### config.mk
export PLATFORM = sky130hd
export DESIGN_NAME = axis_read_dma
export DESIGN_NICKNAME = d
export VERILOG_FILES = /design/src/logic/axi_rd_pkg.sv /design/src/logic/xfer_pkg.sv /design/src/logic/axi_r_if.sv /design/src/logic/ar_burst_planner.sv /design/src/logic/r_skid_buffer.sv /design/src/logic/axis_read_dma.sv
export SDC_FILE = /design/constraint.sdc
export NUM_CORES = 1
export LEC_CHECK = 0
export BUFFER_PORTS_ARGS = -buffer_cell sky130_fd_sc_hd__buf_2
export CAP_MARGIN = 0
export CORE_MARGIN = 3
export CORE_UTILIZATION = 54
export CTS_CLUSTER_SIZE = 12
export DETAILED_ROUTE_END_ITERATION = 8
export GPL_TIMING_DRIVEN = 0
export PLACE_DENSITY = 0.93
export SYNTH_ARGS = -nofsm -noshare
export SYNTH_HDL_FRONTEND = slang
export SYNTH_HIERARCHICAL = 1
export SYNTH_SLANG_ARGS = --single-unit
### constraint.sdc
create_clock -name clk_i -period 8 [get_ports clk_i]
set_input_delay 0.4 -clock clk_i [delete_from_list [all_inputs] [get_ports clk_i]]
set_output_delay 0.4 -clock clk_i [all_outputs]
set_load 0.1 [all_outputs]
### src/logic/axi_rd_pkg.sv
// AXI4 read-bus field types
// Fixed AR attribute values driven by the read master
`default_nettype none

package axi_rd_pkg;

   // One R-channel word, also one stream word
   typedef logic [31:0] data_t;

   // AR attribute fields
   typedef logic [2:0] size_t;
   typedef logic [1:0] burst_type_t;
   typedef logic [3:0] cache_t;
   typedef logic [3:0] qos_t;
   typedef logic [1:0] lock_t;

   // Beats are always 4 bytes wide
   localparam size_t AR_SIZE_WORD = 3'd2;

   // Incrementing bursts only
   localparam burst_type_t AR_BURST_INCR = 2'd1;

   // Normal non-cacheable, modifiable
   localparam cache_t AR_CACHE_DEFAULT = 4'd2;

   // No QoS and no exclusive access
   localparam qos_t AR_QOS_NONE = 4'd0;
   localparam lock_t AR_LOCK_NORMAL = 2'd0;

endpackage

`default_nettype wire

### src/logic/xfer_pkg.sv
// Transfer-engine constants for the burst planner
// Planner FSM state encoding
`default_nettype none

package xfer_pkg;

   // Bytes moved per beat
   localparam int unsigned BEAT_BYTES = 4;

   // AXI bursts must not cross this boundary
   localparam int unsigned BOUNDARY_BYTES = 4096;

   // Address bit that toggles when a 4 KiB page is crossed
   localparam int unsigned BOUNDARY_BIT = 12;

   // Planner states
   typedef enum logic [1:0] {
      WAIT_START  = 2'd0,
      START_BURST = 2'd1,
      TRANSF_DATA = 2'd2
   } plan_state_t;

endpackage

`default_nettype wire

### src/logic/axi_r_if.sv
// AXI4 read-data channel bundle
// Modports for the skid buffer and the burst planner
`timescale 1ns/10ps
`default_nettype none

interface axi_r_if;

   axi_rd_pkg::data_t rdata;
   logic              rvalid;
   logic              rlast;
   logic              rready;

   // Data path side, owns rready
   modport skid (
      input  rdata,
      input  rvalid,
      output rready
   );

   // Planner only observes beat acceptance
   modport watch (
      input rvalid,
      input rlast,
      input rready
   );

endinterface

`default_nettype wire

### src/logic/ar_burst_planner.sv
// AXI4 read-address planner
// Splits a request at a 4 KiB boundary and drives the AR channel
`timescale 1ns/10ps
`default_nettype none

module ar_burst_planner #(
   parameter int AXI_ADDR_W = 32,
   parameter int AXI_LEN_W  = 8,
   parameter int AXI_ID_W   = 1
) (
   input  wire                      clk_i,
   input  wire                      reset_i,

   // Request side
   input  wire                      start_i,
   input  wire [AXI_ADDR_W-1:0]     addr_i,
   input  wire [AXI_LEN_W:0]        length_i,
   output logic                     busy_o,

   // AR channel
   output logic [AXI_ADDR_W-1:0]    araddr_o,
   output logic [AXI_LEN_W-1:0]     arlen_o,
   output logic                     arvalid_o,
   input  wire                      arready_i,
   output logic [AXI_ID_W-1:0]      arid_o,
   output axi_rd_pkg::size_t        arsize_o,
   output axi_rd_pkg::burst_type_t  arburst_o,
   output axi_rd_pkg::lock_t        arlock_o,
   output axi_rd_pkg::cache_t       arcache_o,
   output axi_rd_pkg::qos_t         arqos_o,

   // R channel, observed only
   axi_r_if.watch                   r
);

   // FSM state
   xfer_pkg::plan_state_t state;
   xfer_pkg::plan_state_t state_nxt;

   // Current burst and the beats still owed after it
   logic [AXI_ADDR_W-1:0] araddr;
   logic [AXI_ADDR_W-1:0] araddr_nxt;
   logic [AXI_LEN_W-1:0]  arlen;
   logic [AXI_LEN_W-1:0]  arlen_nxt;
   logic [AXI_LEN_W:0]    remaining;
   logic [AXI_LEN_W:0]    remaining_nxt;

   // Request geometry
   logic [AXI_ADDR_W:0]                   last_addr;
   logic [xfer_pkg::BOUNDARY_BIT-1:0]     page_offset;
   logic [AXI_LEN_W:0]                    page_words;
   logic [AXI_LEN_W:0]                    first_len;
   logic                                  crosses_page;
   logic [AXI_ADDR_W-1:0]                 next_page;
   logic                                  last_beat;

   // Byte address of the last word of the whole request
   always_comb begin
      last_addr = {1'b0, addr_i}
                + (AXI_ADDR_W+1)'(length_i) * (AXI_ADDR_W+1)'(xfer_pkg::BEAT_BYTES)
                - 1'b1;
      page_offset  = addr_i[xfer_pkg::BOUNDARY_BIT-1:0];
      crosses_page = addr_i[xfer_pkg::BOUNDARY_BIT] != last_addr[xfer_pkg::BOUNDARY_BIT];
      // Words left up to the end of the start page
      page_words = (AXI_LEN_W+1)'((xfer_pkg::BOUNDARY_BYTES - page_offset)
                                  / xfer_pkg::BEAT_BYTES);
      first_len  = crosses_page ? page_words : length_i;
   end

   // Base of the page after the current burst
   assign next_page = {araddr[AXI_ADDR_W-1:xfer_pkg::BOUNDARY_BIT] + 1'b1,
                       {xfer_pkg::BOUNDARY_BIT{1'b0}}};

   // Final beat of the running burst taken by the skid buffer
   assign last_beat = r.rvalid && r.rready && r.rlast;

   always_comb begin
      state_nxt     = state;
      araddr_nxt    = araddr;
      arlen_nxt     = arlen;
      remaining_nxt = remaining;

      case (state)
         xfer_pkg::WAIT_START: begin
            if (start_i) begin
               araddr_nxt    = addr_i;
               arlen_nxt     = AXI_LEN_W'(first_len - 1'b1);
               remaining_nxt = length_i - first_len;
               state_nxt     = xfer_pkg::START_BURST;
            end
         end

         // Hold the address until the slave takes it
         xfer_pkg::START_BURST: begin
            if (arready_i) begin
               state_nxt = xfer_pkg::TRANSF_DATA;
            end
         end

         xfer_pkg::TRANSF_DATA: begin
            if (last_beat) begin
               if (remaining == '0) begin
                  state_nxt = xfer_pkg::WAIT_START;
               end else begin
                  // Second half of a split request
                  araddr_nxt    = next_page;
                  arlen_nxt     = AXI_LEN_W'(remaining - 1'b1);
                  remaining_nxt = '0;
                  state_nxt     = xfer_pkg::START_BURST;
               end
            end
         end

         default: begin
            state_nxt = xfer_pkg::WAIT_START;
         end
      endcase
   end

   always_ff @(posedge clk_i) begin
      if (reset_i) begin
         state     <= xfer_pkg::WAIT_START;
         remaining <= '0;
      end else begin
         state     <= state_nxt;
         remaining <= remaining_nxt;
      end
   end

   // Burst payload, only meaningful while arvalid or a burst runs
   always_ff @(posedge clk_i) begin
      araddr <= araddr_nxt;
      arlen  <= arlen_nxt;
   end

   assign busy_o    = state != xfer_pkg::WAIT_START;
   assign arvalid_o = state == xfer_pkg::START_BURST;
   assign araddr_o  = araddr;
   assign arlen_o   = arlen;

   // Fixed bus attributes
   assign arid_o    = '0;
   assign arsize_o  = axi_rd_pkg::AR_SIZE_WORD;
   assign arburst_o = axi_rd_pkg::AR_BURST_INCR;
   assign arlock_o  = axi_rd_pkg::AR_LOCK_NORMAL;
   assign arcache_o = axi_rd_pkg::AR_CACHE_DEFAULT;
   assign arqos_o   = axi_rd_pkg::AR_QOS_NONE;

endmodule

`default_nettype wire

### src/logic/r_skid_buffer.sv
// R channel to stream adapter
// Registered RREADY with a one-beat holding register
`timescale 1ns/10ps
`default_nettype none

module r_skid_buffer (
   input  wire                clk_i,
   input  wire                reset_i,

   // AXI read data
   axi_r_if.skid              r,

   // Stream output
   output axi_rd_pkg::data_t  axis_data_o,
   output logic               axis_valid_o,
   input  wire                axis_ready_i
);

   logic              rready;
   axi_rd_pkg::data_t held_data;
   logic              held_valid;

   // Slave sees the consumer's ready one cycle late
   always_ff @(posedge clk_i) begin
      if (reset_i) begin
         rready <= 1'b0;
      end else begin
         rready <= axis_ready_i;
      end
   end

   assign r.rready = rready;

   // Track the live channel while accepting, freeze on stall
   always_ff @(posedge clk_i) begin
      if (reset_i) begin
         held_valid <= 1'b0;
      end else if (rready) begin
         held_valid <= r.rvalid;
      end
   end

   always_ff @(posedge clk_i) begin
      if (rready) begin
         held_data <= r.rdata;
      end
   end

   // Live beat while accepting, otherwise the beat caught last cycle
   assign axis_data_o  = rready ? r.rdata : held_data;
   assign axis_valid_o = rready ? r.rvalid : held_valid;

endmodule

`default_nettype wire

### src/logic/axis_read_dma.sv
// AXI4 read master with stream output
// Top level joining the burst planner and the R-channel skid buffer
`timescale 1ns/10ps
`default_nettype none

module axis_read_dma #(
   parameter int AXI_ADDR_W = 32,
   parameter int AXI_LEN_W  = 8,
   parameter int AXI_ID_W   = 1
) (
   input  wire                      clk_i,
   input  wire                      reset_i,

   // Request
   input  wire                      start_i,
   input  wire [AXI_ADDR_W-1:0]     addr_i,
   input  wire [AXI_LEN_W:0]        length_i,
   output logic                     busy_o,

   // AR channel
   output logic [AXI_ADDR_W-1:0]    araddr_o,
   output logic [AXI_LEN_W-1:0]     arlen_o,
   output logic                     arvalid_o,
   input  wire                      arready_i,
   output logic [AXI_ID_W-1:0]      arid_o,
   output axi_rd_pkg::size_t        arsize_o,
   output axi_rd_pkg::burst_type_t  arburst_o,
   output axi_rd_pkg::lock_t        arlock_o,
   output axi_rd_pkg::cache_t       arcache_o,
   output axi_rd_pkg::qos_t         arqos_o,

   // R channel
   input  wire axi_rd_pkg::data_t   rdata_i,
   input  wire                      rvalid_i,
   input  wire                      rlast_i,
   output logic                     rready_o,

   // Stream output
   output axi_rd_pkg::data_t        axis_data_o,
   output logic                     axis_valid_o,
   input  wire                      axis_ready_i
);

   axi_r_if r_if ();

   assign r_if.rdata  = rdata_i;
   assign r_if.rvalid = rvalid_i;
   assign r_if.rlast  = rlast_i;
   assign rready_o    = r_if.rready;

   ar_burst_planner #(
      .AXI_ADDR_W (AXI_ADDR_W),
      .AXI_LEN_W  (AXI_LEN_W),
      .AXI_ID_W   (AXI_ID_W)
   ) i_ar_burst_planner (
      .clk_i      (clk_i),
      .reset_i    (reset_i),
      .start_i    (start_i),
      .addr_i     (addr_i),
      .length_i   (length_i),
      .busy_o     (busy_o),
      .araddr_o   (araddr_o),
      .arlen_o    (arlen_o),
      .arvalid_o  (arvalid_o),
      .arready_i  (arready_i),
      .arid_o     (arid_o),
      .arsize_o   (arsize_o),
      .arburst_o  (arburst_o),
      .arlock_o   (arlock_o),
      .arcache_o  (arcache_o),
      .arqos_o    (arqos_o),
      .r          (r_if.watch)
   );

   r_skid_buffer i_r_skid_buffer (
      .clk_i        (clk_i),
      .reset_i      (reset_i),
      .r            (r_if.skid),
      .axis_data_o  (axis_data_o),
      .axis_valid_o (axis_valid_o),
      .axis_ready_i (axis_ready_i)
   );

endmodule

`default_nettype wire

# Yosys cells after proc, flatten, opt, wreduce, memory -nomap -nowiden

Index checks and enable logic that the tools add are counted.

Add/sub/neg operators: 7
Multipliers: 0
Divide/modulo/power cells: 0
$lt $le $gt $ge: 0
Eq/ne operators: 7
Shifts and indexed selects: 0
Mux-type cells: 20
Bitwise gates (word level): 0
Reductions and logical operators: 8

Operators by type and width:

| kind                                                   | number |
|---|---|
| 2-to-1 mux 32 bit                                      | 4 |
| case mux 32 bit (2 select lines)                       | 1 |
| 2-to-1 mux 9 bit                                       | 4 |
| 2-to-1 mux 8 bit                                       | 3 |
| adder 20 x 1 -> 20 bit (second input constant)         | 1 |
| case mux 9 bit (2 select lines)                        | 1 |
| case mux 8 bit (2 select lines)                        | 1 |
| subtractor 8 x 1 -> 8 bit (second input constant)      | 2 |
| adder 13 x 11 -> 13 bit                                | 1 |
| subtractor 13 x 1 -> 13 bit (second input constant)    | 1 |
| subtractor 1 x 11 -> 11 bit (first input constant)     | 1 |
| zero test 9 bit                                        | 1 |
| subtractor 9 bit                                       | 1 |
| 2-to-1 mux 2 bit                                       | 3 |
| case mux 2 bit (3 select lines)                        | 1 |
| inequality test 2 x 1 -> 1 bit (second input constant) | 2 |
| inequality test 2 bit (second input constant)          | 2 |
| AND reduction 4 bit                                    | 1 |
| nonzero test 2 bit                                     | 2 |
| AND reduction 3 bit                                    | 1 |
| equality test 2 x 1 -> 1 bit (second input constant)   | 1 |
| equality test 2 bit (second input constant)            | 1 |
| logical AND 1 bit                                      | 2 |
| zero test 2 bit                                        | 1 |
| 2 further kinds                                        | 3 |

Flip-flop bits (word level): 85
Latch bits: 0
RAM bits: 0
ROM bits: 0
Bits of input ports: 80
Output and inout bits: 92
Memories kept: 0

# Longest topological paths before layout

Depth in word-level cells: 7
Mapped depth: 24
Depth with buffers taken out: 21

# Hierarchy

Netlist, hierarchy kept.

By module, submodules not included:

| module           | times used | cells an instance | area each (um^2) |
|---|---|---|---|
| ar_burst_planner | 1          | 472               | 4037.6 |
| r_skid_buffer    | 1          | 73                | 1260.0 |

# Least setup slack after synthesis

No wires, ideal clock.

Path type: input port to flip-flop
From: input port length_i[3]
To: register i_ar_burst_planner.remaining[8]
Data arrival time: 4.908 ns
Required time: 7.866 ns
Slack: 2.958 ns
Stages on the path: 24
Path buffers: 3
Cell sequence: clkbuf_1 -> inv_1 -> ha_1 -> inv_1 -> ha_1 -> a21o_1 -> a221oi_1 -> a21oi_1 -> nor3_2 -> clkbuf_1 -> nor2_1 -> a21oi_1 -> ha_1 -> inv_1 -> ha_1 -> clkbuf_1 -> a21oi_1 -> o22ai_1 -> a211oi_1 -> o21ai_0 -> o2111ai_1 -> o2111a_1 -> o21a_1 -> o211ai_1

Cells in the longest elaborated chain, start to end: 7

Ends and longest elaborated chain:

| what                              | line                    | source |
|---|---|---|
| start, declared                   | axis_read_dma.sv:17     | `input wire [AXI_LEN_W:0] length_i,` |
| adder 13 x 11 -> 13 bit           | ar_burst_planner.sv:60  | `+ (AXI_ADDR_W+1)'(length_i) * (AXI_ADDR_W+1)'(xfer_pkg::BEAT_BYTES)` |
| subtractor 13 x 1 -> 13 bit       | ar_burst_planner.sv:61  | `- 1'b1;` |
| inequality test 1 bit             | ar_burst_planner.sv:63  | `crosses_page = addr_i[xfer_pkg::BOUNDARY_BIT] != last_addr[xfer_pkg::BOUNDARY_BIT];` |
| 2-to-1 mux 9 bit                  | ar_burst_planner.sv:67  | `first_len = crosses_page ? page_words : length_i;` |
| subtractor 9 bit *                | ar_burst_planner.sv:88  | `remaining_nxt = length_i - first_len;` |
| 2-to-1 mux 9 bit *                | ar_burst_planner.sv:85  | `if (start_i) begin` |
| case mux 9 bit (2 select lines) * | ar_burst_planner.sv:83  | `case (state)` |
| end signal, assigned              | ar_burst_planner.sv:126 | `remaining <= remaining_nxt;` |
| end, declared                     | ar_burst_planner.sv:45  | `logic [AXI_LEN_W:0] remaining;` |

Every way passes the cells marked *; elsewhere a longest branch is shown, timed or not. The select of a mux whose other input is x is not followed.
A chain may end at the register's enable or synchronous reset.

# Worst setup path in the final report

From: input port addr_i[4]
To: register i_ar_burst_planner.remaining[6]

Cells in the longest elaborated chain, start to end: 7
Elaborated cells on any way between the ends: 8
Classes of those cells: add/sub (4); eq/ne (1); mux (3)

Ends and longest elaborated chain:

| what                              | line                   | source |
|---|---|---|
| start, declared                   | axis_read_dma.sv:16    | `input wire [AXI_ADDR_W-1:0] addr_i,` |
| adder 13 x 11 -> 13 bit           | ar_burst_planner.sv:60 |  |
| subtractor 13 x 1 -> 13 bit       | ar_burst_planner.sv:61 |  |
| inequality test 1 bit             | ar_burst_planner.sv:63 |  |
| 2-to-1 mux 9 bit *                | ar_burst_planner.sv:67 |  |
| subtractor 9 bit *                | ar_burst_planner.sv:88 |  |
| 2-to-1 mux 9 bit *                | ar_burst_planner.sv:85 |  |
| case mux 9 bit (2 select lines) * | ar_burst_planner.sv:83 |  |

Marked as above.

==> results.yml <==
outcome:
  outcome: "finished, final reports clean"
power:
  power_leakage_nw: 3.030
  p_sw_uw: 780.2
  p_sw_share_pct: 48.32
  sequentialPowerShare_pct: 34.2
  intPower_uw: 834.4
  clkPwrFrac_pct: 18.6
  combinationalPowerShare_pct: 47.1
  power.density_nw_per_um2: 248.1
  peakVddDrop_mv: 0.1297
placement:
  place_ws_ns: 1.697
  port_buffers: 154
  hpwl_um: 11370
  gp_congestion: 0.8829
  dp.cells: 843
cells_and_area:
  nets: 831
  final_cells: 859
  drive_above_1_share_pct: 33.15
  syn_to_final_growth_pct: 22.84
  fin_util_pct: 69.44
  final.fill_count: 736
  diodes: 0
grt:
  grt-ovfl-total: 0
  antenna_found_initial: 0
  grt_pass1_vias: 4828
  grt_pass1_wl_um: 23230
  grt_max_degree: 30
  grt_use_total_pct: 25.85
logic_synthesis:
  synth_async_sr_flop_share_pct: 0
  avgSynthCellArea_um2: 9.720
  synthCells: 545
  ys_ff_latch: 85
  synth_area_um2: 5298
  ys_types: 64
  ys_seq_area_share_pct: 39.68
  synth_ff_type: "dfxtp_1"
  ys_warn_count: 6
  synth-edff-count: 40
cts:
  clkLatencyLatePin_ns: 0.36
  ctsHoldBuffers: 0
  numCtsBuffers: 9
  cts_resized: 0
  cts_num_sinks: 85
  max-clock-path-buffers: 2
  clockRootBuffer: "clkbuf_8"
  cts.clk_slew.worst_paths_ns: 0.10
  h-tree-depth: 3
  cts_tree: "done"
  cts_setup_buffers: 0
min_path:
  hold_end: "i_r_skid_buffer/held_valid"
  min_from: "reset_i"
  worst_hold_path_type: "input pin to flop"
  hold_depth: 2
timing:
  worst_pin_slew_ns: 0.7037
  setup_viol: 0
  finalCriticalPeriod_ns: 6.138
  whs_ns: 0.2335
  rsz0062_at_grt: "no"
  relSlewSlack_pct: 52.81
  final.setup.tns_ns: 0
  max_freq_mhz: 162.9
  finClkSkew_ns: 0.01735
  setup_ws_ns: 1.862
  final_max_slew_viol_count: 0
  fin_crit_sh_pct: 76.73
  hold_viol: 0
floorplan:
  die-area_um2: 11030
  num_io_pins: 172
  die_w_um: 105.0
  die_y_um: 105.0
  rows: 35
  initial_core_util_pct: 56.53
  core_um2: 9371
detailed_routing:
  drt_iter0_drc: 503
  postRouteAntennaNets: 0
  drc: 0
  vias: 4793
  dr.pass1.iters: 5
  routedWlPerCell_um: 16.79
  viasPerCell: 5.580
  totalWireLength_um: 14420
worst_setup_path:
  critPathMaxStageDelay_ns: 0.66
  r2r_cells: 6
  cp_top_family: "compound AO/OA/AOI/OAI gates"
  critPathKind: "input pin to flop"
  cpMostUsedCell: "ha_1"
  crit_path_top_delay_cell: "a211oi_1"
  required_ns: 8.23
  end_kind: "flop"
  r2r_end: "i_ar_burst_planner/arlen_o[7]"
  path_buf_inv: 7
  cp_data_arrival_time_ns: 6.37
  worstPathMaxFanout: 10
  startpoint_type: "input pin"
  r2r-start: "i_ar_burst_planner/state[1]"
  r2r_slack_ns: 5.51
flow_run:
  cap_violations: 0
## sequential cells by signal, indices dropped and copies added (netlist names)
name and cells:
i_r_skid_buffer/held_data 32, i_ar_burst_planner/remaining 9, i_ar_burst_planner/araddr_o 32, i_r_skid_buffer/r.rready 1, i_ar_burst_planner/arlen_o 8, i_ar_burst_planner/state 2, i_r_skid_buffer/held_valid 1
## cells in the final DEF, fill, tap and decap left out, types with 4 or more instances in the layout
cell type / synthesis / layout
nor3b_1: 4 / 4
xnor2_1: 18 / 18
nand3_1: 14 / 14
dfxtp_1: 45 / 45
a21oi_1: 19 / 19
a21o_1: 7 / 7
nand2_1: 48 / 48
nand2b_1: 4 / 4
a211oi_1: 4 / 4
mux2i_1: 5 / 5
nand4_1: 6 / 6
inv_1: 48 / 48
buf_12: 3 / 4
o22ai_1: 4 / 4
clkbuf_8: 0 / 9
clkbuf_1: 12 / 12
conb_1: 2 / 16
nor2_1: 46 / 46
o21ai_0: 31 / 31
mux2_4: 31 / 31
o31ai_1: 4 / 4
a31oi_1: 10 / 9
buf_2: 0 / 154
ha_1: 26 / 26
o211ai_1: 6 / 6
and2_1: 5 / 5
nor2b_1: 6 / 6
edfxtp_1: 40 / 40
and3_1: 8 / 8
nor3_1: 9 / 9
xor2_1: 14 / 14
buf_4: 17 / 17
## synth_stat cells (14+ instances only)
library cell / number / area share (%)
nor2_1: 46 / 3.3
nand2_1: 48 / 3.4
mux2_4: 31 / 8.8
ha_1: 26 / 6.1
a21oi_1: 19 / 1.8
inv_1: 48 / 3.4
nand3_1: 14 / 1.3
buf_4: 17 / 2.4
dfxtp_1: 45 / 17
edfxtp_1: 40 / 23
xor2_1: 14 / 2.3
xnor2_1: 18 / 3.0
o21ai_0: 31 / 2.9
## power groups by stage
stage               Sequential (mW)  Clock, mW  Combinational, mW
global route                  0.558      0.322              0.796
CTS                           0.552      0.306              0.757
global placement              0.559          0              0.732
floorplan                     0.725          0              0.459
detailed placement            0.562          0              0.755
finish                        0.553      0.301              0.761
## cell families after synthesis
group | synth area share (%)
adders and majority gates | 6.141
buffers and inverters | 8.361
AOI/OAI and AO/OA | 13.51
DFF | 39.68
muxes | 10.79
other | 0.1418
and+or+nand+nor | 15.78
xor gates and xnor gates | 5.598
## worst reg2reg max path: stages (launching register included)
cell and delay (ns):
dfxtp_1 0.39, nor2b_1 0.20, clkbuf_1 0.25, a221oi_1 0.59
nand4_1 0.35, nor4b_4 0.37, xor2_1 0.09
## worst max path at each step
stage          slack, ns        start  depth (start not counted)                              end
5_1_grt             1.30    addr_i[4]                         25  i_ar_burst_planner/remaining[8]
4_1_cts             2.07    addr_i[4]                         25  i_ar_burst_planner/remaining[6]
3_3_place_gp        1.99  length_i[3]                         24  i_ar_burst_planner/remaining[6]
6_report            1.86    addr_i[4]                         25  i_ar_burst_planner/remaining[6]
2_1_floorplan       2.96  length_i[3]                         24  i_ar_burst_planner/remaining[8]
3_5_place_dp        1.70    addr_i[4]                         25  i_ar_burst_planner/remaining[6]
## per-stage QoR
stage          area (um^2)  power, mW
3_3_place_gp          6282      1.291
5_1_grt               6507      1.676
3_5_place_dp          6317      1.317
2_1_floorplan         5350      1.184
6_report              6507      1.615
4_1_cts               6507      1.615
## area by class of cell
class,count,area [um^2],share of cell area (%)
clock inverter,5,36.28,0.5576
clock buffer,11,153.9,2.365
inverter,48,180.2,2.769
timing repair buffer,155,790.8,12.15
buffer,36,262.8,4.038
tap,129,161.4,2.480
sequential,85,2102,32.30
multi-input combinational,390,2820,43.34
## routing by layer
layer  track usage, %  vias to the layer above  part of all wire [%]
met5                0                        -                     0
met4            7.685                        0                   2.2
met3            5.374                       34                   7.5
met2            47.85                      243                    52
met1            29.76                     2260                    39
li1                 -                     2256                     -
No activity file was read; power rests on OpenSTA's default activity.
